$ cat src/hdl/eeprom_pkg.sv
package eeprom_pkg;

    // 2K byte device, upper three bits ride in the control byte
    typedef logic [10:0] eeprom_addr_t;
    typedef logic [7:0]  eeprom_byte_t;

    typedef enum logic {
        op_write = 1'b0,
        op_read  = 1'b1
    } eeprom_op_e;

    typedef struct packed {
        eeprom_op_e   op;
        eeprom_addr_t addr;
        eeprom_byte_t wdata;
    } eeprom_req_t;

    typedef struct packed {
        eeprom_byte_t rdata;
        logic         nack;   // slave refused a byte
    } eeprom_rsp_t;

    // bit level symbols between engine and phy
    typedef enum logic [1:0] {
        cmd_start = 2'd0,
        cmd_stop  = 2'd1,
        cmd_write = 2'd2,
        cmd_read  = 2'd3
    } bit_cmd_e;

    typedef enum logic [3:0] {
        st_idle    = 4'd0,
        st_start   = 4'd1,
        st_ctrl    = 4'd2,
        st_addr    = 4'd3,
        st_wdata   = 4'd4,
        st_restart = 4'd5,
        st_ctrl_rd = 4'd6,
        st_rdata   = 4'd7,
        st_stop    = 4'd8
    } txn_state_e;

    localparam logic [3:0] DEVICE_CODE = 4'b1010;

endpackage

$ cat src/hdl/eeprom_bus_arbiter.sv
`timescale 1ns/1ns
module eeprom_bus_arbiter (
    input  logic                     CLK,
    input  logic                     RESET,
    input  logic                     wr_a,
    input  logic                     rd_a,
    input  eeprom_pkg::eeprom_addr_t addr_a,
    input  eeprom_pkg::eeprom_byte_t wdata_a,
    output logic                     ack_a,
    output eeprom_pkg::eeprom_rsp_t  rsp_a,
    input  logic                     wr_b,
    input  logic                     rd_b,
    input  eeprom_pkg::eeprom_addr_t addr_b,
    input  eeprom_pkg::eeprom_byte_t wdata_b,
    output logic                     ack_b,
    output eeprom_pkg::eeprom_rsp_t  rsp_b,
    input  logic                     engine_idle,
    output logic                     go,
    output eeprom_pkg::eeprom_req_t  req,
    input  logic                     done,
    input  eeprom_pkg::eeprom_rsp_t  rsp
);
    import eeprom_pkg::*;

    logic        pend_a;
    logic        pend_b;
    eeprom_req_t req_a;
    eeprom_req_t req_b;
    logic        last_b;   // also the owner of the running transfer
    logic        grant;
    logic        pick_b;

    // no new grant in the go cycle, engine_idle only drops after it
    assign grant  = engine_idle && !go && (pend_a || pend_b);
    assign pick_b = pend_b && (!pend_a || !last_b);

    assign ack_a = done && !last_b;
    assign ack_b = done && last_b;
    assign rsp_a = rsp;
    assign rsp_b = rsp;

    always_ff @(posedge CLK) begin
        if (RESET) begin
            pend_a <= 1'b0;
            pend_b <= 1'b0;
            last_b <= 1'b1;   // port a wins the first tie
            go     <= 1'b0;
        end else begin
            go <= grant;
            if (grant) begin
                last_b <= pick_b;
                if (pick_b) begin
                    pend_b <= 1'b0;
                end else begin
                    pend_a <= 1'b0;
                end
            end
            if (wr_a || rd_a) begin
                pend_a <= 1'b1;
            end
            if (wr_b || rd_b) begin
                pend_b <= 1'b1;
            end
        end
        // wr wins over rd in the same cycle
        if (wr_a || rd_a) begin
            req_a <= '{op: (wr_a ? op_write : op_read), addr: addr_a, wdata: wdata_a};
        end
        if (wr_b || rd_b) begin
            req_b <= '{op: (wr_b ? op_write : op_read), addr: addr_b, wdata: wdata_b};
        end
        if (grant) begin
            req <= pick_b ? req_b : req_a;
        end
    end

endmodule

$ cat config.mk
export PLATFORM = sky130hd
export DESIGN_NAME = eeprom_bus_arbiter
export DESIGN_NICKNAME = d
export VERILOG_FILES = /design/src/hdl/eeprom_pkg.sv /design/src/hdl/eeprom_bus_arbiter.sv
export SDC_FILE = /design/constraint.sdc
export NUM_CORES = 1
export LEC_CHECK = 0
export BUFFER_PORTS_ARGS = -buffer_cell sky130_fd_sc_hd__buf_2
export CAP_MARGIN = 20
export CORE_MARGIN = 4
export CORE_UTILIZATION = 40
export CTS_BUF_LIST = sky130_fd_sc_hd__clkbuf_4 sky130_fd_sc_hd__clkbuf_8
export CTS_CLUSTER_DIAMETER = 200
export DETAILED_ROUTE_END_ITERATION = 6
export GPL_TIMING_DRIVEN = 0
export PLACE_DENSITY_LB_ADDON = 0.12
export SYNTH_ARGS = -nofsm -noshare
export SYNTH_HDL_FRONTEND = slang
export SYNTH_SLANG_ARGS = --single-unit
$ cat constraint.sdc
create_clock -name CLK -period 3.95 [get_ports CLK]
set_input_delay 0.1975 -clock CLK [delete_from_list [all_inputs] [get_ports CLK]]
set_output_delay 0.1975 -clock CLK [all_outputs]
set_load 0.02 [all_outputs]
# [Yosys cells after proc, flatten, opt, wreduce, memory -nomap -nowiden]
# Index checks and enable logic that the tools add are counted.
[totals] mem_bits_rw=0 mem_bits_ro=0 latch_bits=0 output_inout_bits=41 regBits=64 wordCells=40 inputBits=55 n_memories=0
[op_classes] div=0 shift=0 add_sub_neg=0 n_reduce_logical=17 n_lt_le_gt_ge=0 n_eq_ne=1 bitwise_logic=0 muxes=9 multipliers=0
[ops] operator="$mux W20" n=1
[ops] operator="$mux W1" n=8
[ops] operator="$reduce_bool A2 Y1" n=3
[ops] operator="$logic_and A1 B1 Y1" n=5
[ops] operator="$logic_or A1 B1 Y1" n=4
[ops] operator="$reduce_and A2 Y1" n=2
[ops] operator="$logic_not A1 Y1" n=3
[ops] operator="$ne A2 B1 Y1 const B" n=1

# [Longest topological paths before layout]
[logic_depth] word_depth=6 mapped_depth=3 mapped_depth_nobuf=3

# [Worst setup path after synthesis]
# Ideal clock, no wire load.
[synth_timing] kind="register to register" startpoint="reg go" endpoint="reg req[0] in the netlist's numbering (enable)" period_less_slack_ps=1853 path_slack_ps=2097 path_stages_with_launch=3 t_arrival_ps=1456 required_ps=3553 path_buffers=0 path_cell_list="dfxtp_1 nand2b_1 nor2_1"
[synth_between] elab_chain_cells=3
[synth_rtl] item="from (decl)" line_no="eeprom_bus_arbiter.sv:18" source="output logic go,"
[synth_rtl] item="from (signal assigned)" line_no="eeprom_bus_arbiter.sv:49" source="go <= grant;"
[synth_rtl] item="$logic_not A1 Y1" line_no="eeprom_bus_arbiter.sv:34" source="assign grant = engine_idle && !go && (pend_a || pend_b);"
[synth_rtl] item="$logic_and A1 B1 Y1 (2 in series)" line_no="eeprom_bus_arbiter.sv:34"
[synth_rtl] item="net grant" line_no="eeprom_bus_arbiter.sv:30" source="logic grant;"
[synth_rtl] item="to (signal assigned)" line_no="eeprom_bus_arbiter.sv:73" source="req <= pick_b ? req_b : req_a;"
[synth_rtl] item="to (decl)" line_no="eeprom_bus_arbiter.sv:19" source="output eeprom_pkg::eeprom_req_t req,"
# The timed path passes the listed nets, and every way through them passes these cells.
# A chain may end at the register's enable or synchronous reset.

# [Worst setup path in the final report]
[layout_timing] startpoint="reg go" endpoint="reg req[11] in the netlist's numbering (enable)"
# The elaborated chain is that of the path after synthesis.

==> flow_summary.yaml <==
finish:
  layout_commonest_cell: "buf_2"
  layout_common_cells: "buf_2, edfxtp_1, mux2_4"
  num_antenna_cells: 0
  area_delta_synth_final_pct: 29.6
  final_cells: 303
  layout.nets: 278
  seqCellArea_um2: 1880
  stdcell_area_um2: 3190
  drive_gt1_share_pct: 63.2
  multi_input_area_um2: 409
  fill_cells: 526
cts:
  cts_buffers: 9
  cts_sinks: 64
  cts_tree: "done"
  clk_latency_ns: 0.32
  clk_root_buffer_cell: "clkbuf_8"
  htree_levels: 3
  hold_buffers: 0
  post_cts_buffers: 0
  clk_pin_slew_ns: 0.07
  cts_buffer_depth: 2
  post_cts_resized: 0
setup_path:
  cp.arrival_ns: 1.47
  required_ns: 3.97
  crit_path_max_fanout: 14
  path_cells: "nand2b_1 > nor2_2 > buf_8"
  worst_r2r_path_depth: 3
  path_class: "flip-flop to flip-flop"
  cp_num_buf_inv: 1
  slowest_stage: "nor2_2"
  cp_top_family: "simple AND/OR/NAND/NOR gates"
  cp.depth: 3
  slowest_delay_ns: 0.39
  end_kind: "flip-flop"
  critPathLaunchType: "flip-flop"
sta:
  finalHoldViolCount: 0
  clock.fmax_mhz: 691
  maxSlewViolCount: 0
  worst_slack_ns: 2.50
  setup_viol: 0
  fin_setup_tns_ns: 0
  rsz0062_at_grt: "false"
  tightestPinTransition_ns: 0.838
  fin_skew_ns: 0.00887
  fin_crit_ns: 1.45
  timing.slew.headroom_pct: 44.1
  fin_crit_sh_pct: 36.6
floorplanning:
  start_util_pct: 41.3
  num_rows: 28
  core_region_area_um2: 5960
  fp.dieW_um: 86.4
  fp.dieH_um: 86.4
  ios: 96
  die_area_um2: 7460
placement:
  dp_hpwl_um: 3140
  place_area_um2: 3000
  io_buffer_count: 86
  gp_congestion: 0.726
  dp_slack_ns: 2.49
  placed_cells: 287
yosys:
  ys_seq_area_share_pct: 76.6
  ys_ff_latch: 64
  syn_inst: 125
  synth_nets: 180
  synth_warnings: 0
  syn_area_per_cell_um2: 19.7
  yosysUniqueCellTypes: 19
  syn-cell-area_um2: 2460
drt:
  drcViolationCount: 0
  dr.pass1.iters: 4
  final_antenna_net_count: 0
  drtIter0Drc: 45
  num_vias: 1331
  finalWirelength_um: 4380
  vias_per_cell: 4.39
  detail_route.wl_per_cell_um: 14.5
hold_path:
  min_path_type: "input pin to flip-flop"
  whs_path_depth: 1
global_routing:
  grtUsageTotal_pct: 12.0
  grt_first_pass_wirelength_um: 6470
  first_global_vias: 1436
  grt.overflow.total: 0
  grt_antenna_before_repair: 0
  grt_max_degree: 23
pwr:
  internal_power_uw: 1210
  clkPwrFrac_pct: 33.8
  max-vdd-ir-drop_mv: 0.215
  combPwrFrac_pct: 12.2
  power_density_nw_per_um2: 483
  p_leak_uw: 0.00138
  switchingPower_uw: 330
  p_sw_share_pct: 21.5
  p_seq_share_pct: 54.0
job:
  drv_cap: 0
run_status:
  status: "complete, no violations"
-- Yosys cell counts, drive strengths merged --
cell    number  area (um^2)
edfxtp      60         1800
buf         20          158
mux2        20          300
dfxtp        4         80.1
nor2         4         15.0
inv          3         11.3
nor2b        2         12.5
nor3         2         10.0
a211oi       1         7.51
a21boi       1         11.3
a21oi        1         5.00
a221o        1         10.0
and2         1         6.26
and2b        1         7.51
nand2        1         3.75
nand2b       1         6.26
o21ai        1         5.00
or2          1         6.26
-- cell families (layout without fill, tap and decap cells) --
kind of cell,after synthesis,count (layout),synth area share [%]
AND/OR/NAND/NOR,13,13,2.75
buffers and inverters,23,126,6.87
multiplexers,20,20,12.2
flip-flops,64,64,76.6
AO/OA/AOI/OAI,5,5,1.58
-- layer usage --
| layer | share of wire [%] | vias to the layer above | track usage (%) | wire (um) |
|---|---|---|---|---|
| met5 | 0 | - | 0 | 0 |
| met4 | 1.2 | 0 | 7.22 | 54 |
| met3 | 8.0 | 6 | 3.71 | 351 |
| met2 | 50 | 67 | 19.5 | 2190 |
| met1 | 41 | 615 | 14.0 | 1790 |
| li1 | - | 643 | - | - |
-- final cells by class --
| class | instances | share of cell area [%] |
|---|---|---|
| Sequential cell | 64 | 59.1 |
| Timing Repair Buffer | 87 | 14.0 |
| Multi-Input combinational cell | 38 | 12.8 |
| Buffer | 20 | 4.95 |
| Clock buffer | 11 | 4.36 |
| Tap cell | 75 | 2.95 |
| Clock inverter | 5 | 1.49 |
| Inverter | 3 | 0.353 |
-- worst reg2reg max path, stage by stage, from the launching register on --
cell and delay [ns]:
dfxtp_1 0.32, nand2b_1 0.20, nor2_2 0.39, buf_8 0.23
-- final timing paths --
check / from / to / slack (ns)
hold / removal: addr_b[10] / req_b[18] / 0.05
setup reg to reg: go / req[11] / 2.50
setup / recovery: go / req[11] / 2.50
hold reg to reg: req_a[10] / req[10] / 0.54
-- sequential cells by signal (all words and copies together) (netlist names) --
name / count
req: 20
req_a: 20
req_b: 20
go: 1
last_b: 1
pend_a: 1
pend_b: 1
-- power by group through the flow --
stage                     Sequential (uW)  Combinational, uW  Clock (uW)
after floorplan                       864                103           0
after global placement                842                185           0
after detailed placement              846                193           0
after CTS                             831                193         538
after global routing                  836                202         573
final                                 830                189         520
-- through the flow --
| stage | hold slack [ns] | total power [uW] | utilization (%) |
|---|---|---|---|
| finish | 0.0458 | 1540 | 53.5 |
| global route | 0.0223 | 1610 | 53.5 |
| CTS | 0.0249 | 1560 | 53.5 |
| detailed placement | 0.376 | 1040 | 50.4 |
| global placement | 0.376 | 1030 | 50.1 |
| floorplan | 0.267 | 967 | - |
(Power assumes the default switching activity.)
