<file path="src/hdl/eeprom_pkg.sv">
package eeprom_pkg;

    // 2K byte device, upper three bits ride in the control byte
    typedef logic [10:0] eeprom_addr_t;
    typedef logic [7:0]  eeprom_byte_t;

    typedef enum logic {
        op_write = 1'b0,
        op_read  = 1'b1
    } eeprom_op_e;

    typedef struct packed {
        eeprom_op_e   op;
        eeprom_addr_t addr;
        eeprom_byte_t wdata;
    } eeprom_req_t;

    typedef struct packed {
        eeprom_byte_t rdata;
        logic         nack;   // slave refused a byte
    } eeprom_rsp_t;

    // bit level symbols between engine and phy
    typedef enum logic [1:0] {
        cmd_start = 2'd0,
        cmd_stop  = 2'd1,
        cmd_write = 2'd2,
        cmd_read  = 2'd3
    } bit_cmd_e;

    typedef enum logic [3:0] {
        st_idle    = 4'd0,
        st_start   = 4'd1,
        st_ctrl    = 4'd2,
        st_addr    = 4'd3,
        st_wdata   = 4'd4,
        st_restart = 4'd5,
        st_ctrl_rd = 4'd6,
        st_rdata   = 4'd7,
        st_stop    = 4'd8
    } txn_state_e;

    localparam logic [3:0] DEVICE_CODE = 4'b1010;

endpackage

</file>
<file path="src/hdl/eeprom_bit_phy.sv">
`timescale 1ns/1ns
module eeprom_bit_phy #(
    parameter int SCL_QUARTER = 2
) (
    input  logic                 CLK,
    input  logic                 RESET,
    input  logic                 cmd_valid,
    input  eeprom_pkg::bit_cmd_e cmd,
    input  logic                 tx_bit,
    output logic                 cmd_done,
    output logic                 rx_bit,
    output logic                 scl,
    output logic                 sda_drive_low,
    input  logic                 sda_in
);
    import eeprom_pkg::*;

    localparam int QW = (SCL_QUARTER > 1) ? $clog2(SCL_QUARTER) : 1;
    localparam logic [QW-1:0] Q_LAST = QW'(SCL_QUARTER - 1);

    bit_cmd_e      cmd_q;
    logic          tx_q;
    logic          busy;
    logic [1:0]    phase;
    logic [QW-1:0] qcnt;
    logic          q_end;

    // {scl, sda_drive_low} for one quarter of a symbol
    function automatic logic [1:0] wave(bit_cmd_e c, logic tx, logic [1:0] ph);
        logic scl_w;
        logic low_w;
        scl_w = (ph == 2'd1) || (ph == 2'd2);
        case (c)
            cmd_start: low_w = ph[1];   // sda falls in phase 2, scl high
            cmd_stop: begin
                low_w = (ph < 2'd2);    // sda rises in phase 2
                scl_w = (ph != 2'd0);   // and scl stays high afterwards
            end
            cmd_write: low_w = !tx;
            default:   low_w = 1'b0;    // read, bus released
        endcase
        return {scl_w, low_w};
    endfunction

    assign q_end = (qcnt == Q_LAST);

    // raised one cycle before the symbol ends so the engine can chain
    // the next symbol without a gap
    assign cmd_done = busy && ((SCL_QUARTER == 1) ? (phase == 2'd2)
                                                  : (phase == 2'd3 && qcnt == Q_LAST - 1'b1));

    always_ff @(posedge CLK) begin
        if (RESET) begin
            busy                 <= 1'b0;
            phase                <= 2'd0;
            qcnt                 <= '0;
            {scl, sda_drive_low} <= 2'b10;   // idle bus
        end else if (cmd_valid) begin
            busy                 <= 1'b1;
            phase                <= 2'd0;
            qcnt                 <= '0;
            {scl, sda_drive_low} <= wave(cmd, tx_bit, 2'd0);
        end else if (busy) begin
            if (q_end) begin
                qcnt  <= '0;
                phase <= phase + 2'd1;
                if (phase == 2'd3) begin
                    busy <= 1'b0;   // pins hold their last level
                end else begin
                    {scl, sda_drive_low} <= wave(cmd_q, tx_q, phase + 2'd1);
                end
            end else begin
                qcnt <= qcnt + 1'b1;
            end
        end
    end

    always_ff @(posedge CLK) begin
        if (cmd_valid) begin
            cmd_q <= cmd;
            tx_q  <= tx_bit;
        end
        // middle of scl high
        if (busy && cmd_q == cmd_read && phase == 2'd1 && q_end) begin
            rx_bit <= sda_in;
        end
    end

endmodule

</file>
<file path="config.mk">
export PLATFORM = sky130hd
export DESIGN_NAME = eeprom_bit_phy
export DESIGN_NICKNAME = d
export VERILOG_FILES = /design/src/hdl/eeprom_pkg.sv /design/src/hdl/eeprom_bit_phy.sv
export SDC_FILE = /design/constraint.sdc
export NUM_CORES = 1
export LEC_CHECK = 0
export BUFFER_PORTS_ARGS = -buffer_cell sky130_fd_sc_hd__buf_2
export CORE_AREA = 8 8 45 47
export CTS_BUF_LIST = sky130_fd_sc_hd__clkbuf_16
export CTS_CLUSTER_DIAMETER = 40
export DETAILED_ROUTE_END_ITERATION = 10
export DIE_AREA = 0 0 53 55
export PLACE_DENSITY = 0.71
export SYNTH_ARGS = -nofsm -noshare
export SYNTH_HDL_FRONTEND = slang
export SYNTH_SLANG_ARGS = --single-unit
</file>
<file path="constraint.sdc">
create_clock -name CLK -period 1.78 [get_ports CLK]
set_input_delay 0.267 -clock CLK [delete_from_list [all_inputs] [get_ports CLK]]
set_output_delay 0.267 -clock CLK [all_outputs]
set_load 0.1 [all_outputs]
</file>
======== Yosys cells after proc, flatten, opt, wreduce, memory -nomap -nowiden ========
Cells that the tools add are included.
storage, ports and cells
  flip-flop bits (word level) ............. 10
  input bits .............................. 7
  output and inout bits ................... 4
  logic and storage cells ................. 53
operators by class
  $add $sub $neg .......................... 2
  $lt $le $gt $ge ......................... 1
  equality and inequality tests ........... 10
  multiplexer cells ....................... 16
  bitwise gates (word level) .............. 1
  reduce and logical (&&, ||, !) cells .... 15
operators with widths
  kind                   count
  $mux W1                14
  $eq A2 B2 Y1 const B   5
  $eq A2 B1 Y1 const B   4
  $reduce_bool A2 Y1     3
  $logic_and A1 B1 Y1    5
  $pmux W1 S3            1
  $reduce_and A3 Y1      1
  $add A2 B1 Y2 const B  1
  $logic_not A1 Y1       2
  $logic_not A2 Y1       1
  $lt A2 B2 Y1 const B   1
  $ne A2 B2 Y1 const B   1
  $pmux W1 S2            1
  $reduce_and A2 Y1      1
  $reduce_or A2 Y1       1
  $add A1 B1 Y1 const B  1
  $logic_or A1 B1 Y1     1
  $not A1 Y1             1

======== Logic depth before layout (Yosys ltp) ========
Gate-level depths: netlist of the first run.
  word-level depth ........................ 8
  mapped depth ............................ 5
  mapped depth without buffers ............ 5

======== Worst setup path before layout of the first run ========
No wires, ideal clock.
  path type ............................... reg-to-output
  start point ............................. register phase[0]
  end point ............................... output port cmd_done
  data arrival time ....................... 1902 ps
  data required time ...................... 1513 ps
  path slack .............................. -389 ps
  stages on the path, launching flop included .. 4
  buffers on the path ..................... 0
  path through ............................ dfxtp_1 -> ha_1 -> nand2_1 -> nor2_1
on the way
  longest elaborated chain between the ends .. 3
ends and longest elaborated chain
  item                    line                  RTL
  from (decl)             eeprom_bit_phy.sv:24  logic [1:0] phase;
  from (signal assigned)  eeprom_bit_phy.sv:66  phase <= phase + 2'd1;
  $eq A2 B2 Y1            eeprom_bit_phy.sv:50  : (phase == 2'd3 && qcnt == Q_LAST - 1'b1));
  $logic_and A1 B1 Y1     eeprom_bit_phy.sv:50
  $logic_and A1 B1 Y1     eeprom_bit_phy.sv:49  assign cmd_done = busy && ((SCL_QUARTER == 1) ? (phase == 2'd2)
  to (decl)               eeprom_bit_phy.sv:10  output logic cmd_done,
No other way between the ends.

======== Worst setup path in the final report of the first run ========
Same ends and word-level chain as after synthesis.

==> results.md, run 1 <==
- Slew headroom: 0.676
- Root Driver: clkbuf_16
- Number of global-route vias before repair: 411
- CTS Buf Count: 3
- Min Tclk post-route: 1.55 ns
- CP arrival: 1.29 ns
- Max cap viols: 0
- Post-Syn Area: 532 um2
- All-Layer GR Usage: 0.0809
- Starting DRT DRC Count: 5
- Final TNS setup: 0 ns
- Row count: 14
- Total grt overflow: 0
- Reg2Reg Setup Slack: 0.34 ns
- Max Root-Sink Buffers: 2
- Initial antenna violation count: 0
- Avg Inst Size Synth: 10.6 um2
- Startpoint types: flop
- IO Port Bufs: 10
- Chip Width: 53 um
- Final core occ: 0.496
- DRC Markers: 0
- Worst-path clk slew: 0.04 ns
- Outcome: finished, final reports clean
- DR vias: 398
- Synth Register Bits: 10
- Final Hold Vio Count: 0
- Via-to-Cell Ratio: 5.04
- FF+latch area: 240 um2
- CP max FO: 5
- Peak Freq: 0.643 GHz
- H-Tree Depth: 1
- Syn Inst Count: 50
- CP required: 1.51 ns
- Die height: 55 um
- CTS tree: done
- Count of cell types in the netlist: 24
- GP Congestion: 0.841
- WHS: 0.203 ns
- Fill cell count: 130
- Final setup fails: 0
- Hold_buf cts: 0
- Antenna Nets Post-Route: 0
- N_diodes: 0
- Post-Route WL: 1010 um
- Placed wire-length estimate: 759 um
- Largest net degree at the start of global routing: 14
- Fraction of layout cells with a size suffix above 1: 0.270
- Clk sinks: 10
- DR pass1 iterations: 4
- Lkg Pwr: 0.293 nW
- Net Count, Synth: 62
- Clock Skews: 0.00329 ns
- Share of the yosys chip area belonging to registers: 0.452
- Crit end category: output port
- Worst VDD drop: 0.491 mV
- Worst slew pin tran: 0.489 ns
- RSZ-0062 raised after global routing: no
- Post_cts resized: 0
- Ys Warns: 0
- Pwr/cell area: 1070 mW/mm2
- WS Path Type: flop to output port
- Drt wl/cell: 12.8 um
- Nets@finish: 76
- Class of the worst hold path: primary input to flop
- I/O pin cnt: 11
- Core Region: 0.00138 mm2
- Fin crit share: 0.873
- Worst-Skew Late Latency: 0.24 ns
- Starting density of the core: 0.384
- Die area: 0.00292 mm2
- Max-slew violation count: 0
- Area of the multi-input gates: 268 um2
- Post-CTS Setup Inserts: 0
- Area growth syn-to-layout: 29.2%
- Global-route wire length before repair: 1680 um
[layer usage]
| metal | wire [um] | vias to the layer above | part of all wire | GRT usage |
|---|---|---|---|---|
| met2 | 477 | 10 | 0.47 | 0.127 |
| li1 | - | 201 | - | - |
| met5 | 0 | - | 0 | 0 |
| met4 | 49 | 0 | 0.048 | 0.0905 |
| met1 | 449 | 182 | 0.44 | 0.0851 |
| met3 | 34 | 5 | 0.034 | 0.0160 |
[final timing paths]
path	start	to	cells after the start
min	sda_in	rx_bit	1
max	phase[0]	cmd_done	4
max reg2reg	phase[1]	scl	5
min reg2reg	scl	scl	2
[sequential cells by signal, indices dropped and copies added, names as in the netlist]
signal,cells
busy,1
rx_bit,1
cmd_q,2
sda_drive_low,1
scl,1
tx_q,1
q_end,1
phase,2
[critical path, stage by stage, from the launching register on]
cell and delay [ns]:
dfxtp_1 0.42, ha_1 0.22, nand2_1 0.07, nor2_2 0.14, buf_12 0.19
[where the power goes]
group / switching (mW) / total, mW / leakage, nW / internal (mW)
sequential: 0.0115 / 0.264 / 0.0877 / 0.253
clock: 0.104 / 0.398 / 0.0423 / 0.294
combinational: 0.0497 / 0.0731 / 0.163 / 0.0234
[stage by stage]
step                setup WS (ns)  power, mW  cell area, um2  std cells
floorplan                  0.0684      0.322             534         50
global placement            0.375      0.340             608         75
detailed placement          0.343      0.341             608         75
CTS                         0.214      0.743             687         79
global route                0.169      0.759             687         79
finish                      0.226      0.735             687         79
[logic make-up (layout without fill, tap and decap cells)]
family,count (synthesis),after routing,share of synthesized area
xor+xnor,4,4,0.0659
compound gates,7,7,0.0988
fa+ha+maj,5,5,0.118
flops,10,10,0.452
simple gates,18,18,0.188
buf+inv,5,18,0.0494
mux,1,1,0.0282
[final cells by class]
| type | count | share of cell area |
|---|---|---|
| multi-input combinational | 35 | 0.390 |
| clock buffer | 3 | 0.109 |
| timing repair buffer | 10 | 0.0947 |
| tap | 16 | 0.0291 |
| inverter | 4 | 0.0219 |
| sequential | 10 | 0.350 |
| clock inverter | 1 | 0.00546 |
[cell usage after synthesis]
library cell	n	area, um2
a2111oi_2	1	15.0
a21oi_1	2	10.0
a311oi_1	1	8.76
a31oi_1	1	6.26
and3_1	1	6.26
buf_6	1	11.3
dfxtp_1	6	120
edfxtp_1	4	120
ha_1	5	62.6
inv_1	4	15.0
mux2_4	1	15.0
nand2_1	4	15.0
nand2b_1	1	6.26
nand3_1	1	5.00
nand3b_1	1	7.51
nor2_1	4	15.0
nor2b_1	2	12.5
nor3_1	2	10.0
nor3b_1	1	7.51
nor4b_2	1	15.0
o21ai_0	1	5.00
o31ai_1	1	7.51
xnor2_1	3	26.3
xor2_1	1	8.76
[placed cells by master (no fill, tap or decap), drive strengths merged, types with 2 or more instances in the layout]
master	count
xnor2	3
nor2	4
edfxtp	4
ha	5
dfxtp	6
inv	5
a21oi	2
nor2b	2
buf	10
clkbuf	3
nand2	4
nor3	2
Power figures use the tool's default switching activity.
==> run 2, diff against run 1 <==
RECOVER_POWER = 50   (was default)
==> run 2 against run 1 <==
Global-route usage unchanged. Non-clock buffer count stayed put. Fmax hardly changed. Highest routed layer unchanged.
==> results.md, run 2 (same netlist as run 1, synthesis figures left out) <==
- Outcome: finished, final reports clean
- Class of the worst hold path: primary input to flop
- All-Layer GR Usage: 0.0809
- Critical path's largest stage delay: 0.42 ns
- Drt wl/cell: 12.8 um
- RSZ-0062 raised after global routing: no
- CP required: 1.51 ns
- Total grt overflow: 0
- Post-place setup slack: 0.343 ns
- Placed wire-length estimate: 759 um
- Hold depth: 1
- H-Tree Depth: 1
- Lkg Pwr: 0.285 nW
- Worst VDD drop: 0.490 mV
- DRC Markers: 0
- Clk sinks: 10
- Antenna Nets Post-Route: 0
- Most frequent cells in the layout: 6 x dfxtp_1, 6 x buf_2, 5 x inv_1, 5 x ha_1
- Largest net degree at the start of global routing: 14
- Min Tclk post-route: 1.55 ns
- Worst slew pin tran: 0.635 ns
- Die area: 0.00292 mm2
- DR pass1 iterations: 4
- WS Path Type: flop to output port
- Peak Freq: 0.643 GHz
- Biggest regs: cmd_q: 2 flops, phase: 2 flops
- Crit end category: output port
- Root Driver: clkbuf_16
- CTS Buf Count: 3
- IO Port Bufs: 10
- Slew headroom: 0.577
- Reg2Reg Depth: 5
- Pwr/cell area: 1070 mW/mm2
- Core Region: 0.00138 mm2
- Fill cell count: 130
- GP Congestion: 0.841
- Max cap viols: 0
- Startpoint types: flop
- Die height: 55 um
- Initial antenna violation count: 0
- N_diodes: 0
- I/O pin cnt: 11
- Final TNS setup: 0 ns
- Starting DRT DRC Count: 5
- Crit path cell chain: ha_1, nand2_1, nor2_2, buf_12
- WHS: 0.203 ns
- Slowest CP cell: dfxtp_1
- Via-to-Cell Ratio: 5.05
- Final Hold Vio Count: 0
- Critical path depth: 4
- Post-CTS Setup Inserts: 0
- Max-slew violation count: 0
- Fin crit share: 0.873
- Starting density of the core: 0.384
- Clock Skews: 0.00329 ns
- Delay-heaviest family, CP: flip-flops
- Nets@finish: 76
- CTS tree: done
- Worst-Skew Late Latency: 0.24 ns
- CP arrival: 1.29 ns
- Reg2Reg Setup Slack: 0.33 ns
- WP buf/inv: 1
- CP max FO: 5
- Area of the multi-input gates: 268 um2
- Max Root-Sink Buffers: 2
- Number of global-route vias before repair: 411
- Row count: 14
- Chip Width: 53 um
- Global-route wire length before repair: 1680 um
- Final setup fails: 0
- Total Power: 734 uW
- Area growth syn-to-layout: 28.5%
- DR vias: 399
- Hold_buf cts: 0
- FF+latch area: 240 um2
- Worst-path clk slew: 0.04 ns
- Fraction of layout cells with a size suffix above 1: 0.222
- Post-Route WL: 1010 um
- Final worst slack: 0.226 ns
- Post_cts resized: 0
==> run 2: where the power goes <==
group	internal (mW)	switching, mW
clock	0.294	0.104
sequential	0.253	0.0115
combinational	0.0224	0.0497
total	0.569	0.165
==> run 2: layout make-up <==
cell class / count / share of cell area
clock buffers: 3 / 0.110
clock inverters: 1 / 0.00549
inverters: 4 / 0.0220
multi-input cells: 35 / 0.392
flip-flops and latches: 10 / 0.352
well taps: 16 / 0.0293
repair buffers: 10 / 0.0897
==> run 2: worst paths after layout <==
path,startpoint,endpoint
max reg2reg,phase[1],scl
min,sda_in,rx_bit
max,phase[0],cmd_done
min reg2reg,scl,scl
==> run 2: through the flow <==
step	util	cells	cell area (um2)
after floorplan	-	50	534
final	0.494	79	683
after global routing	0.494	79	683
after global placement	0.439	75	608
after CTS	0.496	79	687
after detailed placement	0.439	75	608
==> run 2: layer usage <==
| metal | global-route usage | wire (um) |
|---|---|---|
| met5 | 0 | 0 |
| met1 | 0.0851 | 453 |
| met2 | 0.127 | 476 |
| met4 | 0.0905 | 49 |
| met3 | 0.0160 | 34 |
==> run 3, diff against run 2 <==
CELL_PAD_IN_SITES_DETAIL_PLACEMENT = 0   (was default)
CELL_PAD_IN_SITES_GLOBAL_PLACEMENT = 1   (was default)
CORE_AREA = default   (was 8 8 45 47)
CORE_MARGIN = 8   (was default)
CORE_UTILIZATION = 38   (was default)
DIE_AREA = default   (was 0 0 53 55)
PLACE_DENSITY = 0.82   (was 0.71)
==> run 3 against run 2 <==
Die area down 2.1%. Worst hold slack better by 0.0020 ns. Sequential power about the same. Final area down 0.18%. Clock-buffer cell count unchanged. Routed wire length down 8.9%. Combinational power down 1%. Fmax up 0.43%.
==> results.md, run 3 (same netlist as run 1, synthesis figures left out) <==
- Hold EP: rx_bit
- Max cap viols: 0
- WS Path Type: flop to output port
- Post-CTS Setup Inserts: 0
- CP max FO: 5
- Total grt overflow: 0
- GP Congestion: 0.732
- Post-Route WL: 924 um
- Worst VDD drop: 0.792 mV
- Largest net degree at the start of global routing: 14
- Worst-path clk slew: 0.04 ns
- Grt met3 use: 0.0420
- Final Hold Vio Count: 0
- Initial antenna violation count: 0
- Peak Freq: 0.646 GHz
- Worst-Skew Late Latency: 0.24 ns
- CTS Buf Count: 3
- Chip Width: 53.4 um
- Root Driver: clkbuf_16
- Reg2Reg Depth: 5
- Fin crit share: 0.870
- Final TNS setup: 0 ns
- Pwr/cell area: 1070 mW/mm2
- Area growth syn-to-layout: 28.2%
- Lkg Pwr: 0.281 nW
- Min Tclk post-route: 1.55 ns
- RSZ-0062 raised after global routing: no
- Reg2Reg Setup Slack: 0.33 ns
- CP required: 1.51 ns
- N_diodes: 0
- I/O pin cnt: 11
- Min-delay src: sda_in
- Met2 usage: 0.107
- Most frequent cells in the layout: 6 x dfxtp_1, 6 x buf_2, 5 x ha_1
- Hold depth: 1
- Hold_buf cts: 0
- DRC Markers: 0
- Core Region: 0.00130 mm2
- Antenna Nets Post-Route: 0
- M1 GR Usage: 0.0792
- Via-to-Cell Ratio: 4.96
- Reg-to-reg endpoint: scl
- Post_cts resized: 0
- Final core occ: 0.524
- Grt peak-use layer: met2
- DR pass1 iterations: 3
- Crit Reg-Reg Startpoint: phase[1]
- Drt wl/cell: 11.8 um
- Global-route wire length before repair: 1500 um
- CP arrival: 1.28 ns
- All-Layer GR Usage: 0.0739
- Placed wire-length estimate: 700 um
- Fraction of layout cells with a size suffix above 1: 0.222
- Final setup fails: 0
- Die area: 0.00285 mm2
- Starting density of the core: 0.409
- Max-slew violation count: 0
- Starting DRT DRC Count: 4
- Startpoint types: flop
- H-Tree Depth: 1
- IO Port Bufs: 10
- Number of global-route vias before repair: 353
- Worst slew pin tran: 0.595 ns
- Clk sinks: 10
- Die height: 53.4 um
- Row count: 13
- CTS tree: done
- Max Root-Sink Buffers: 2
- Outcome: finished, final reports clean
- Crit end category: output port
- Biggest regs: cmd_q: 2 flops, phase: 2 flops
- Slew headroom: 0.603
- DR vias: 387
- Class of the worst hold path: primary input to flop
- Clock Skews: 0.00288 ns
- Nets@finish: 76
## run 3: changes by cell type in the layout (fill, tap and decap cells not counted), sizes merged
| cell | before | now |
|---|---|---|
| inv | 5 | 4 |
| clkinv | 0 | 1 |
## run 3: routing by layer
| metal | wire length (um) | vias to the layer above | part of all wire |
|---|---|---|---|
| met5 | 0 | - | 0 |
| met4 | 23 | 0 | 0.025 |
| met3 | 34 | 2 | 0.037 |
| met2 | 440 | 6 | 0.48 |
| met1 | 426 | 178 | 0.46 |
| li1 | - | 201 | - |
## run 3: worst max-delay path, stage by stage (launching register included)
cell	delay, ns
dfxtp_1	0.42
ha_1	0.22
nand2_1	0.07
nor2_2	0.14
buf_12	0.19
## run 3: final cells by class
class | count | area (um2)
Fill cell | 127 | 619
Multi-Input combinational cell | 35 | 268
Sequential cell | 10 | 240
Clock buffer | 3 | 75.1
Timing Repair Buffer | 10 | 61.3
Tap cell | 15 | 18.8
Inverter | 4 | 15.0
Clock inverter | 1 | 3.75
## run 3: stage by stage
stage          hold slack [ns]  instance area, um2  cells  power, mW  setup WS, ns
2_1_floorplan            0.336                 534     50      0.322        0.0684
3_3_place_gp             0.447                 607     74      0.341         0.365
3_5_place_dp             0.446                 607     74      0.341         0.313
4_1_cts                  0.201                 686     78      0.739         0.220
5_1_grt                  0.203                 682     78      0.757         0.150
6_report                 0.205                 682     78      0.732         0.232
## run 3: worst max path at each step
stage	startpoint	endpoint	slack (ns)	cells past startpoint
2_1_floorplan	phase[0]	cmd_done	0.07	3
6_report	phase[0]	cmd_done	0.23	4
4_1_cts	phase[0]	cmd_done	0.22	4
3_5_place_dp	phase[1]	scl	0.31	5
5_1_grt	phase[0]	cmd_done	0.15	4
3_3_place_gp	phase[1]	scl	0.36	5
## run 3: power breakdown
group	internal [mW]	switching (mW)	total, mW
logic	0.0224	0.0487	0.0711
registers	0.253	0.0119	0.265
clock network	0.294	0.102	0.396
