### config.mk
export PLATFORM = sky130hd
export DESIGN_NAME = eeprom_txn_engine
export DESIGN_NICKNAME = d
export VERILOG_FILES = /design/src/hdl/eeprom_pkg.sv /design/src/hdl/eeprom_txn_engine.sv
export SDC_FILE = /design/constraint.sdc
export NUM_CORES = 1
export LEC_CHECK = 0
export ABC_AREA = 0
export BUFFER_PORTS_ARGS = -buffer_cell sky130_fd_sc_hd__buf_4
export CAP_MARGIN = 15
export CORE_UTILIZATION = 40
export DETAILED_ROUTE_END_ITERATION = 8
export GPL_ROUTABILITY_DRIVEN = 0
export SYNTH_ARGS = -nofsm -noshare
export SYNTH_HDL_FRONTEND = slang
export SYNTH_SLANG_ARGS = --single-unit
### constraint.sdc
create_clock -name CLK -period 2.65 [get_ports CLK]
set_input_delay 0.1325 -clock CLK [delete_from_list [all_inputs] [get_ports CLK]]
set_output_delay 0.1325 -clock CLK [all_outputs]
set_load 0.02 [all_outputs]
### src/hdl/eeprom_pkg.sv
package eeprom_pkg;

    // 2K byte device, upper three bits ride in the control byte
    typedef logic [10:0] eeprom_addr_t;
    typedef logic [7:0]  eeprom_byte_t;

    typedef enum logic {
        op_write = 1'b0,
        op_read  = 1'b1
    } eeprom_op_e;

    typedef struct packed {
        eeprom_op_e   op;
        eeprom_addr_t addr;
        eeprom_byte_t wdata;
    } eeprom_req_t;

    typedef struct packed {
        eeprom_byte_t rdata;
        logic         nack;   // slave refused a byte
    } eeprom_rsp_t;

    // bit level symbols between engine and phy
    typedef enum logic [1:0] {
        cmd_start = 2'd0,
        cmd_stop  = 2'd1,
        cmd_write = 2'd2,
        cmd_read  = 2'd3
    } bit_cmd_e;

    typedef enum logic [3:0] {
        st_idle    = 4'd0,
        st_start   = 4'd1,
        st_ctrl    = 4'd2,
        st_addr    = 4'd3,
        st_wdata   = 4'd4,
        st_restart = 4'd5,
        st_ctrl_rd = 4'd6,
        st_rdata   = 4'd7,
        st_stop    = 4'd8
    } txn_state_e;

    localparam logic [3:0] DEVICE_CODE = 4'b1010;

endpackage

### src/hdl/eeprom_txn_engine.sv
`timescale 1ns/1ns
module eeprom_txn_engine (
    input  logic                    CLK,
    input  logic                    RESET,
    input  logic                    go,
    input  eeprom_pkg::eeprom_req_t req,
    output logic                    engine_idle,
    output logic                    done,
    output eeprom_pkg::eeprom_rsp_t rsp,
    output logic                    cmd_valid,
    output eeprom_pkg::bit_cmd_e    cmd,
    output logic                    tx_bit,
    input  logic                    cmd_done,
    input  logic                    rx_bit
);
    import eeprom_pkg::*;

    txn_state_e   state;
    txn_state_e   state_n;
    logic [3:0]   bit_cnt;     // 0..7 data bits, 8 is the ack slot
    logic [3:0]   bit_cnt_n;
    logic         kick;        // first symbol after go
    logic         issue;
    eeprom_req_t  req_q;
    eeprom_byte_t rdata_n;
    logic         nack_n;
    eeprom_byte_t out_byte;
    logic         ack_slot;
    bit_cmd_e     sym_cmd;
    logic         sym_tx;

    assign engine_idle = (state == st_idle);
    assign ack_slot    = (bit_cnt == 4'd8);

    // next position in the sequence, advances once per finished symbol
    always_comb begin
        state_n   = state;
        bit_cnt_n = bit_cnt;
        rdata_n   = rsp.rdata;
        nack_n    = rsp.nack;
        if (state == st_idle) begin
            if (go) begin
                state_n   = st_start;
                bit_cnt_n = '0;
                nack_n    = 1'b0;
            end
        end else if (cmd_done) begin
            case (state)
                st_start:   state_n = st_ctrl;
                st_restart: state_n = st_ctrl_rd;
                st_stop:    state_n = st_idle;
                st_rdata: begin
                    if (ack_slot) begin
                        state_n = st_stop;
                    end else begin
                        rdata_n   = {rsp.rdata[6:0], rx_bit};   // msb first
                        bit_cnt_n = bit_cnt + 4'd1;
                    end
                end
                default: begin
                    if (!ack_slot) begin
                        bit_cnt_n = bit_cnt + 4'd1;
                    end else if (rx_bit) begin
                        state_n = st_stop;   // slave nack
                        nack_n  = 1'b1;
                    end else begin
                        bit_cnt_n = '0;
                        case (state)
                            st_ctrl:  state_n = st_addr;
                            st_addr:  state_n = (req_q.op == op_write) ? st_wdata : st_restart;
                            st_wdata: state_n = st_stop;
                            default:  state_n = st_rdata;
                        endcase
                    end
                end
            endcase
        end
    end

    // symbol for the position we move to
    always_comb begin
        case (state_n)
            st_ctrl:    out_byte = {DEVICE_CODE, req_q.addr[10:8], 1'b0};
            st_ctrl_rd: out_byte = {DEVICE_CODE, req_q.addr[10:8], 1'b1};
            st_addr:    out_byte = req_q.addr[7:0];
            default:    out_byte = req_q.wdata;
        endcase
        sym_tx = 1'b1;
        case (state_n)
            st_start, st_restart: sym_cmd = cmd_start;
            st_stop:              sym_cmd = cmd_stop;
            st_rdata: begin
                // ninth slot is the master nack, sym_tx stays 1
                sym_cmd = (bit_cnt_n == 4'd8) ? cmd_write : cmd_read;
            end
            default: begin
                sym_cmd = (bit_cnt_n == 4'd8) ? cmd_read : cmd_write;
                sym_tx  = out_byte[3'd7 - bit_cnt_n[2:0]];
            end
        endcase
    end

    assign issue = kick || (cmd_done && state_n != st_idle);

    always_ff @(posedge CLK) begin
        if (RESET) begin
            state     <= st_idle;
            bit_cnt   <= '0;
            kick      <= 1'b0;
            cmd_valid <= 1'b0;
            done      <= 1'b0;
        end else begin
            state     <= state_n;
            bit_cnt   <= bit_cnt_n;
            kick      <= engine_idle && go;
            cmd_valid <= issue;
            done      <= cmd_done && (state == st_stop);
        end
        if (engine_idle && go) begin
            req_q <= req;
        end
        if (issue) begin
            cmd    <= sym_cmd;
            tx_bit <= sym_tx;
        end
        rsp <= '{rdata: rdata_n, nack: nack_n};
    end

endmodule
# Word level (Yosys, flattened, before mapping)
# Cells that the tools add are included.
word_totals:
  regBits: 43
  output_inout_bits: 15
  inputBits: 25
  wordCells: 78
op_classes:
  reduce_logical: 15
  n_lt_le_gt_ge: 1
  eq_ne: 18
  bitwise: 2
  n_mux: 28
  n_addsub: 2
op_table:
  columns: ["cell", "n"]
  rows:
  - ["$mux W4", 12]
  - ["$eq A4 B3 Y1 const B", 6]
  - ["$pmux W8 S3", 1]
  - ["$eq A4 B2 Y1 const B", 4]
  - ["$eq A4 B4 Y1 const B", 4]
  - ["$pmux W4 S4", 1]
  - ["$pmux W4 S3", 1]
  - ["$mux W1", 10]
  - ["$eq A4 B1 Y1 const B", 2]
  - ["$pmux W4 S2", 1]
  - ["$reduce_or A4 Y1", 2]
  - ["$pmux W2 S3", 1]
  - ["$reduce_bool A2 Y1", 3]
  - ["$reduce_and A5 Y1", 1]
  - ["$add A4 B1 Y4 const B", 1]
  - ["$logic_not A4 Y1", 1]
  - ["$lt A3 B4 Y1 const B", 1]
  - ["$reduce_and A4 Y1", 1]
  - ["$reduce_bool A4 Y1", 1]
  - ["$bmux W1 S3", 1]
  - ["$logic_and A1 B1 Y1", 3]
  - ["$reduce_or A3 Y1", 1]
  - ["$sub A3 B3 Y3 const A", 1]
  - ["$ne A2 B1 Y1 const B", 1]
  - ["other kinds (4)", 5]

# Logic depth before layout (Yosys ltp)
# Gate-level depths: netlist of run 1.
logic_depth:
  ltp_word: 11
  mapped_depth: 12
  mapped_depth_nobuf: 11

# Least setup slack after synthesis of run 1
# Ideal clock, no wire load.
synth_path:
  kind: "flip-flop to flip-flop"
  start: "reg bit_cnt[0]"
  end: "reg tx_bit (data pin)"
  setup_time_ps: 272
  arrival_time_ps: 2295
  required_ps: 2378
  path_stages_with_launch: 12
  path_slack_ps: 83
  synth_period_minus_slack_ps: 2567
  path_buffers: 1
  path_cell_list: "dfxtp_1 -> inv_1 -> ha_1 -> nand4b_1 -> nor2_1 -> a221oi_4 -> inv_1 -> and3_4 -> buf_6 -> a221o_1 -> o221ai_1 -> o2111ai_1"
synth_between:
  elab_chain_len: 9
  word_cells_on_any_way: 26
  cone_classes: "2 x add/sub; 8 x eq/ne; 15 x mux; 1 x reduce/logical"
synth_rtl:
  columns: ["element", "line", "source"]
  rows:
  - ["start: declaration", "eeprom_txn_engine.sv:20", "logic [3:0] bit_cnt;"]
  - ["start signal: assignment", "eeprom_txn_engine.sv:114", "bit_cnt <= bit_cnt_n;"]
  - ["branches (longest 9 deep; another with $add A4 B1 Y4)", null, null]
  - ["end signal: assignment", "eeprom_txn_engine.sv:124", "tx_bit <= sym_tx;"]
  - ["end: declaration", "eeprom_txn_engine.sv:12", "output logic tx_bit,"]
# Parallel ways; which one is timed is not known. The select of a mux whose other input is x is not followed.
# A chain may end at the register's enable or synchronous reset.

# Worst setup path in the final report of run 1
# Ends and elaborated chain as after synthesis.

==> flow_summary.yaml, run 1 <==
power:
  power_switching_mw: 0.424
  clockPowerShare_pct: 29.8
  pwr-share-comb_pct: 21.5
  max-vdd-ir-drop_mv: 0.346
  powerDensity_nw_per_um2: 565
  internal_power_mw: 1.23
  finalPower_mw: 1.65
  switching_share_pct: 25.7
  p_leak_nw: 1.15
  p_seq_share_pct: 48.7
sta:
  setup_viol: 0
  worst_pin_slew_ps: 632
  maxSlewHeadroom_pct: 57.7
  hold_viol_final: 0
  max_freq_mhz: 392
  period_needed_ps: 2550
  slew_violations: 0
  post-route-period-util_pct: 96.3
  finClkSkew_ps: 4.57
yosys:
  synthTopCellsByArea: "edfxtp_1, dfxtp_1, nor2_1, o21ai_0, o211ai_1"
  synth_top_area_share_pct: 44.0
  synth_edf_count: 32
  yosys_warnings: 0
  syn_area_per_cell_sq_um: 11.2
  ys_ff_latch: 43
  ys.flop_type: "edfxtp_1"
  synthMuxAreaShare_pct: 1.95
  post_synth_fa_ha_maj_area_fraction_pct: 1.15
  postSynthCellCount: 195
  yosys.area_share.simple_pct: 19.0
  yosysUniqueCellTypes: 60
  syn_area_sq_um: 2180
  yosysMostFrequentCell: "edfxtp_1"
  synthArstFlopShare_pct: 0
  synth_seq_area_share_pct: 54.1
  yosysTopAreaCell: "edfxtp_1"
  synth-xor-area-share_pct: 1.43
  synth_fp_nets: 222
  synth_common_cells: "edfxtp_1, nor2_1, o21ai_0, dfxtp_1, nand2_1"
  synth_compound_area_share_pct: 18.7
  synth_top_family_by_area: "simple AND/OR/NAND/NOR gates"
finish:
  antenna_cells: 0
  area_growth_pct: 33.6
  finish.instance_area_sq_um: 2920
  final_nets: 292
  fin_util_pct: 56.4
  drive_gt1_share_pct: 38.0
critical_path:
  crit_arrival_ps: 2570
  start_kind: "flop"
  critPathSlowestCell: "a221o_1"
  crit_top_cell: "o221ai_2"
  slowest_delay_ps: 360
  critPathRequiredTime_ps: 2670
  r2r_cells: 10
  startpoint: "bit_cnt[0]$_SDFF_PP0_"
  r2r-start: "bit_cnt[0]$_SDFF_PP0_"
  path_cells: "inv_1 > ha_2 > and4b_1 > o221ai_2 > o31a_1 > o21a_2 > and3_4 > a221o_1 > o221ai_2 > o2111ai_2"
  reg2reg_to: "tx_bit$_SDFFCE_PN1P_"
  regToRegSetupSlack_ps: 100
  critPathCapture: "tx_bit$_SDFFCE_PN1P_"
  cp_max_fo: 6
  endpoint_kind: "flop"
  crit_type: "flop to flop"
cts:
  cts_root_buffer: "clkbuf_8"
  cts_tree: "done"
  clk_latency_ps: 290
  clk_pin_slew_worst_paths_ps: 80
  numCtsBuffers: 5
  cts_buffer_depth: 2
  htree_levels: 2
  cts.sink_count: 43
grt:
  grt_pass1_wl_um: 8180
  grt_max_degree: 21
  grt.total_usage_pct: 18.1
  grt_pass1_vias: 1739
  antenna_found_initial: 0
  gr-total-overflow: 0
drt:
  vias: 1799
  drc: 0
  wl_um: 4970
  drt_pre_antenna_iters: 4
  drt_iter0_drc: 154
  wl_per_cell_um: 14.8
  via_per_inst: 5.35
  ant_nets: 0
min_path:
  hold_path.class: "primary input to flop"
floorplanning:
  core_sq_um: 5170
  io_pins: 40
  fp.dieW_um: 75.9
  start_util_pct: 42.2
  die_area_sq_um: 5760
  dieHeight_um: 75.9
  std_cell_rows: 26
placed_design:
  portBuffers: 39
  dpl-instance-area_sq_um: 2670
  hpwl_um: 3470
outcome:
  status: "finished clean"
job:
  max-cap-violations: 0
==> placed cells by master, fill, tap and decap left out, types with 3 or more instances in the layout <==
cell | synthesis | final
buf_4 | 1 | 65
a21oi_1 | 5 | 4
o211ai_1 | 5 | 5
nor2b_1 | 4 | 4
nand2_1 | 9 | 9
o21ai_0 | 13 | 12
inv_1 | 5 | 5
dfxtp_2 | 0 | 4
nand2b_1 | 5 | 5
inv_2 | 3 | 3
nand4_1 | 5 | 5
a21o_1 | 3 | 3
nor3b_1 | 4 | 4
nor2_1 | 24 | 24
dlygate4sd3_1 | 0 | 5
dfxtp_1 | 11 | 7
edfxtp_1 | 32 | 32
a221o_1 | 3 | 3
clkbuf_8 | 0 | 5
==> cell type report <==
cell class | instances | area, sq um
multi-input cells | 137 | 970
flip-flops and latches | 43 | 1190
clock inverters | 1 | 30.0
well taps | 70 | 87.6
fillers | 449 | 2250
clock buffers | 7 | 76.3
inverters | 8 | 30.0
repair buffers | 70 | 538
==> power by group through the flow <==
stage / sequential [mW] / clock, mW / combinational, mW
after CTS: 0.802 / 0.505 / 0.325
after floorplan: 0.818 / 0 / 0.190
after global placement: 0.818 / 0 / 0.319
after global routing: 0.809 / 0.541 / 0.390
after detailed placement: 0.817 / 0 / 0.320
final: 0.803 / 0.492 / 0.354
==> sequential cells by signal, summed over array words and instances (netlist names) <==
register   flops
cmd            2
req_q         20
state          4
kick           1
done           1
tx_bit         1
bit_cnt        4
rsp            9
cmd_valid      1
==> kinds of logic (layout without fill, tap and decap cells) <==
logic type      count (synthesis)  after routing
fa+ha+maj                       2              2
flops                          43             43
compound gates                 55             55
buf+inv                        16             86
simple gates                   73             74
mux                             4              4
xor+xnor                        2              2
==> per-layer routing <==
layer / GRT usage, % / part of all wire (%)
met5: 0 / 0
met4: 9.81 / 3.5
met3: 4.34 / 5.3
met2: 28.1 / 48
met1: 23.4 / 44
==> through the flow <==
step / setup TNS [ps] / setup slack (ps) / hold WS, ps / cells
2_1_floorplan: 0 / 82.9 / 204 / 195
3_3_place_gp: -117 / -99.6 / 311 / 317
3_5_place_dp: -65.3 / -39.8 / 312 / 317
4_1_cts: 0 / 37.3 / 7.58 / 327
5_1_grt: -50.2 / -50.2 / 0.952 / 336
6_report: 0 / 99.2 / 13.4 / 336
==> repair_timing <==
item	in CTS	in global routing
buffers inserted	2	3
endpoints found under the hold margin	0	5
setup endpoints to repair	2	2
hold buffers	0	5
cloned	0	1
pin swaps	1	10
gates resized for setup	2	14
==> worst max-delay path, delay by kind of cell, from the launching register on <==
| family | cells | cell delay [ps] |
|---|---|---|
| simple gates | 2 | 420 |
| flops | 1 | 330 |
| compound gates | 6 | 1260 |
| fa+ha+maj | 1 | 200 |
| buf+inv | 1 | 80 |
==> worst min-delay path by stage <==
| stage | to | slack (ps) | start | depth (start not counted) |
|---|---|---|---|---|
| floorplan | bit_cnt[3]$_SDFF_PP0_ | 200 | RESET | 1 |
| global placement | req_q[13]$_DFFE_PP_ | 310 | req[13] | 1 |
| detailed placement | req_q[13]$_DFFE_PP_ | 310 | req[13] | 1 |
| CTS | req_q[13]$_DFFE_PP_ | 8 | req[13] | 1 |
| global route | req_q[1]$_DFFE_PP_ | 1 | req[1] | 1 |
| finish | req_q[5]$_DFFE_PP_ | 10 | req[5] | 1 |
Note: power is estimated with default switching activity, not from simulation.
==> inputs of run 2 (changes only) <==
--- a/config.mk
+++ b/config.mk
@@ -7,10 +7,12 @@
 export LEC_CHECK = 0
 export ABC_AREA = 0
 export BUFFER_PORTS_ARGS = -buffer_cell sky130_fd_sc_hd__buf_4
-export CAP_MARGIN = 15
+export CAP_MARGIN = 25
 export CORE_UTILIZATION = 40
 export DETAILED_ROUTE_END_ITERATION = 8
 export GPL_ROUTABILITY_DRIVEN = 0
+export RECOVER_POWER = 50
+export REMOVE_ABC_BUFFERS = 1
 export SYNTH_ARGS = -nofsm -noshare
 export SYNTH_HDL_FRONTEND = slang
 export SYNTH_SLANG_ARGS = --single-unit
==> run 2 against run 1 <==
First-iteration DRC count down 29%. Combinational power about the same. Final area up 1.9%. Die area unchanged. Sequential cell count unchanged. Non-clock buffer count up 12. Via count up 2.0%. Maximum frequency down 2.9%. Sequential power about the same. Cell count up 3.3%.
==> flow_summary.yaml, run 2 (synthesis gave the netlist of run 1 again) <==
critical_path:
  endpoint_kind: "flop"
  startpoint: "bit_cnt[1]$_SDFF_PP0_"
  r2r-start: "bit_cnt[1]$_SDFF_PP0_"
  crit_arrival_ps: 2660
  critPathRequiredTime_ps: 2680
  cp_max_fo: 11
  start_kind: "flop"
  crit_type: "flop to flop"
drt:
  vias: 1835
  drc: 0
  ant_nets: 0
  drt_pre_antenna_iters: 4
  drt_iter0_drc: 110
  via_per_inst: 5.29
  wl_um: 5150
  wl_per_cell_um: 14.9
cts:
  htree_levels: 2
  cts_root_buffer: "clkbuf_8"
  clk_latency_ps: 300
  cts.sink_count: 43
  numCtsBuffers: 5
  cts_buffer_depth: 2
  cts_tree: "done"
  clk_pin_slew_worst_paths_ps: 90
sta:
  worst_pin_slew_ps: 640
  slew_violations: 0
  max_freq_mhz: 380
  hold_viol_final: 0
  rsz0062_at_grt: "yes"
  setup_viol: 0
  period_needed_ps: 2630
  finClkSkew_ps: 10.6
  maxSlewHeadroom_pct: 57.2
  post-route-period-util_pct: 99.2
min_path:
  hold_path.class: "primary input to flop"
  worstHoldStart: "rx_bit"
power:
  internal_power_mw: 1.22
  pwr-share-comb_pct: 21.1
  p_leak_nw: 1.13
  switching_share_pct: 26.6
  powerDensity_nw_per_um2: 560
  max-vdd-ir-drop_mv: 0.337
  clockPowerShare_pct: 30.7
  power_switching_mw: 0.443
  p_seq_share_pct: 48.2
floorplanning:
  dieHeight_um: 75.9
  fp.dieW_um: 75.9
  std_cell_rows: 26
  core_sq_um: 5170
  die_area_sq_um: 5760
  start_util_pct: 42.2
  io_pins: 40
finish:
  antenna_cells: 0
  final_common_cell: "edfxtp_1"
  fill_cells: 446
  stdcell_count: 347
  drive_gt1_share_pct: 28.5
  largest_register_ffs: 20
  top_regs: "req_q (20), rsp (9)"
  area_growth_pct: 36.1
  final_nets: 303
  finish.instance_area_sq_um: 2970
  regMostFlops: "req_q"
  layout_common_cells: "edfxtp_1, buf_4, nor2_1"
placed_design:
  portBuffers: 39
  hpwl_um: 3550
  dpl.cell_count: 316
  dpl-instance-area_sq_um: 2660
grt:
  gr-total-overflow: 0
  grt_max_degree: 22
  grt.total_usage_pct: 17.8
  grt_pass1_vias: 1650
  antenna_found_initial: 0
  grt_pass1_wl_um: 8060
job:
  max-cap-violations: 0
outcome:
  status: "finished clean"
## run 2: worst paths after layout
kind / endpoint / slack (ps) / cells after the start
setup / recovery: tx_bit$_SDFFCE_PN1P_ / 20 / 10
hold / removal: rsp[1]$_DFFE_PP_ / 90 / 1
setup reg to reg: tx_bit$_SDFFCE_PN1P_ / 20 / 10
hold reg to reg: rsp[7]$_DFFE_PP_ / 460 / 0
## run 2: critical path, cell delays in order, from the launching register on
cell	delay [ps]
dfxtp_1	340
inv_1	120
ha_4	160
and4b_1	260
o221ai_2	120
o31a_1	330
o21a_2	130
and3_4	220
a221o_1	370
o221ai_2	180
o2111ai_1	140
## run 2: area by class of cell
type,instances,area (sq um),share of cell area [%]
Sequential cell,43,1180,39.8
Multi-Input combinational cell,136,950,31.9
Timing Repair Buffer,82,609,20.5
Tap cell,70,87.6,2.94
Clock buffer,5,68.8,2.31
Clock inverter,3,43.8,1.47
Inverter,8,30.0,1.01
## run 2: routing by layer
metal	vias up	part of all wire, %	track usage, %
met5	-	0	0
met3	8	4.8	4.10
met1	867	47	25.0
met2	57	47	27.5
met4	0	1.2	5.19
li1	903	-	-
## run 2: power groups by stage
| stage | Clock, mW | Combinational (mW) | Sequential (mW) |
|---|---|---|---|
| finish | 0.511 | 0.351 | 0.803 |
| global route | 0.555 | 0.382 | 0.807 |
| CTS | 0.525 | 0.333 | 0.801 |
| detailed placement | 0 | 0.324 | 0.817 |
| global placement | 0 | 0.321 | 0.818 |
| floorplan | 0 | 0.170 | 0.825 |
## run 2: through the flow
stage               power (mW)  setup slack [ps]  utilization, %  TNS, ps  hold slack (ps)
finish                    1.67              21.7            57.5        0             87.2
detailed placement        1.14             -49.7            51.5    -49.7              312
global route              1.74             -74.3            57.5    -74.3             84.1
floorplan                0.995             -22.9               -    -22.9              204
global placement          1.14             -28.1            51.5    -30.5              311
CTS                       1.66             -1.57            54.6    -1.57             1.48
## run 2: what timing repair did
| action | 4_1_cts | 5_1_grt |
|---|---|---|
| pin swaps | 1 | 2 |
| gates resized for setup | 2 | 8 |
| setup endpoints to repair | 2 | 2 |
| gates cloned | 0 | 0 |
| hold buffers | 3 | 17 |
| setup buffers | 2 | 1 |
| endpoints found under the hold margin | 3 | 17 |
==> inputs of run 3 (changes only) <==
--- a/config.mk
+++ b/config.mk
@@ -7,12 +7,13 @@
 export LEC_CHECK = 0
 export ABC_AREA = 0
 export BUFFER_PORTS_ARGS = -buffer_cell sky130_fd_sc_hd__buf_4
-export CAP_MARGIN = 25
+export CAP_MARGIN = 5
 export CORE_UTILIZATION = 40
 export DETAILED_ROUTE_END_ITERATION = 8
 export GPL_ROUTABILITY_DRIVEN = 0
 export RECOVER_POWER = 50
 export REMOVE_ABC_BUFFERS = 1
+export SETUP_SLACK_MARGIN = 0.1
 export SYNTH_ARGS = -nofsm -noshare
 export SYNTH_HDL_FRONTEND = slang
 export SYNTH_SLANG_ARGS = --single-unit
==> run 3 against run 2 <==
Maximum frequency is 1.4% higher. Hold slack better by 0.67 ps. Clock skew is 0.60 ps higher. Sequential cell count did not move. Highest routed layer unchanged. First-iteration DRC count is 20% higher. Sequential power about the same.
==> flow_summary.yaml, run 3 (synthesis gave the netlist of run 1 again) <==
outcome:
  status: "finished clean"
floorplanning:
  core_sq_um: 5170
  die_area_sq_um: 5760
  dieHeight_um: 75.9
  fp.dieW_um: 75.9
  io_pins: 40
  std_cell_rows: 26
  start_util_pct: 42.2
drt:
  via_per_inst: 5.32
  drt_iter0_drc: 132
  vias: 1852
  ant_nets: 0
  drt_pre_antenna_iters: 4
  drc: 0
  wl_per_cell_um: 14.9
  wl_um: 5180
sta:
  worst_pin_slew_ps: 654
  setup_viol: 0
  slew_violations: 0
  period_needed_ps: 2590
  finClkSkew_ps: 11.2
  maxSlewHeadroom_pct: 56.2
  rsz0062_at_grt: "yes"
  hold_viol_final: 0
  max_freq_mhz: 386
  post-route-period-util_pct: 97.8
placed_design:
  dpl-instance-area_sq_um: 2660
  portBuffers: 39
  hpwl_um: 3550
grt:
  grt.total_usage_pct: 17.9
  grt_pass1_vias: 1660
  gr-total-overflow: 0
  grt_pass1_wl_um: 8100
  grt_max_degree: 22
  antenna_found_initial: 0
critical_path:
  critPathRequiredTime_ps: 2680
  regToRegSetupSlack_ps: 60
  crit_arrival_ps: 2630
  endpoint_kind: "flop"
  r2r_cells: 10
  start_kind: "flop"
  cp_max_fo: 11
  crit_type: "flop to flop"
cts:
  htree_levels: 2
  cts_root_buffer: "clkbuf_8"
  numCtsBuffers: 5
  cts_buffer_depth: 2
  cts.sink_count: 43
  clk_pin_slew_worst_paths_ps: 90
  clk_latency_ps: 300
  cts_tree: "done"
min_path:
  hold_depth: 2
  hold_path.class: "primary input to flop"
finish:
  final_nets: 304
  antenna_cells: 0
  fill_cells: 443
  finish.instance_area_sq_um: 3000
  regMostFlops: "req_q"
  area_growth_pct: 37.1
  fin_util_pct: 57.9
  largest_register_ffs: 20
  drive_gt1_share_pct: 29.5
  layout_common_cells: "edfxtp_1, buf_4, nor2_1"
  final_common_cell: "edfxtp_1"
  top_regs: "req_q (20), rsp (9)"
power:
  powerDensity_nw_per_um2: 559
  p_leak_nw: 1.14
  max-vdd-ir-drop_mv: 0.335
job:
  max-cap-violations: 0
==> run 3: final timing paths <==
kind,start,to
worst max register to register,bit_cnt[1]$_SDFF_PP0_,tx_bit$_SDFFCE_PN1P_
worst min-delay path,RESET,state[3]$_SDFF_PP0_
worst max-delay path,bit_cnt[1]$_SDFF_PP0_,tx_bit$_SDFFCE_PN1P_
worst min register to register,rsp[6]$_DFFE_PP_,rsp[7]$_DFFE_PP_
==> run 3: metal layers <==
layer,track usage (%),vias to the layer above,wire [um]
li1,-,904,-
met1,25.1,877,2380
met2,27.6,61,2500
met3,4.10,10,229
met4,5.19,0,72
met5,0,-,0
==> run 3: worst max-delay path: stages, from the launching register on <==
cell,delay [ps]
dfxtp_1,340
inv_2,90
ha_4,140
and4b_1,260
o211ai_1,180
a221oi_4,280
inv_1,100
and3_4,240
a221o_1,360
o211ai_2,190
o2111ai_2,150
==> run 3: power breakdown <==
part | internal (mW) | switching [mW] | leakage [nW]
clock | 0.281 | 0.231 | 0.0581
combinational | 0.171 | 0.188 | 0.689
sequential | 0.778 | 0.0261 | 0.392
==> run 3: final cells by class <==
class                           count  area, sq um  share of cell area, %
Clock inverter                      3         43.8                   1.46
Inverter                            8         32.5                   1.09
Tap cell                           70         87.6                   2.92
Timing Repair Buffer               83          617                   20.6
Clock buffer                        5         68.8                   2.30
Multi-Input combinational cell    136          957                   32.0
Sequential cell                    43         1190                   39.7
==> run 3: stage by stage <==
stage | instances | total power, mW | setup TNS [ps] | hold WS (ps) | setup slack (ps)
floorplan | 187 | 0.995 | -22.9 | 204 | -22.9
CTS | 330 | 1.66 | 0 | 1.48 | 51.0
global route | 348 | 1.75 | -8.25 | 94.6 | -8.25
finish | 348 | 1.68 | 0 | 87.9 | 57.1
detailed placement | 316 | 1.14 | -49.7 | 312 | -49.7
global placement | 316 | 1.14 | -30.5 | 311 | -28.1
==> run 3: what timing repair did <==
action | CTS | global route
hold endpoints to repair | 3 | 17
pin swaps | 6 | 5
buffers inserted | 3 | 1
resized for setup | 7 | 11
endpoints found under the setup margin | 2 | 2
hold buffers | 3 | 17
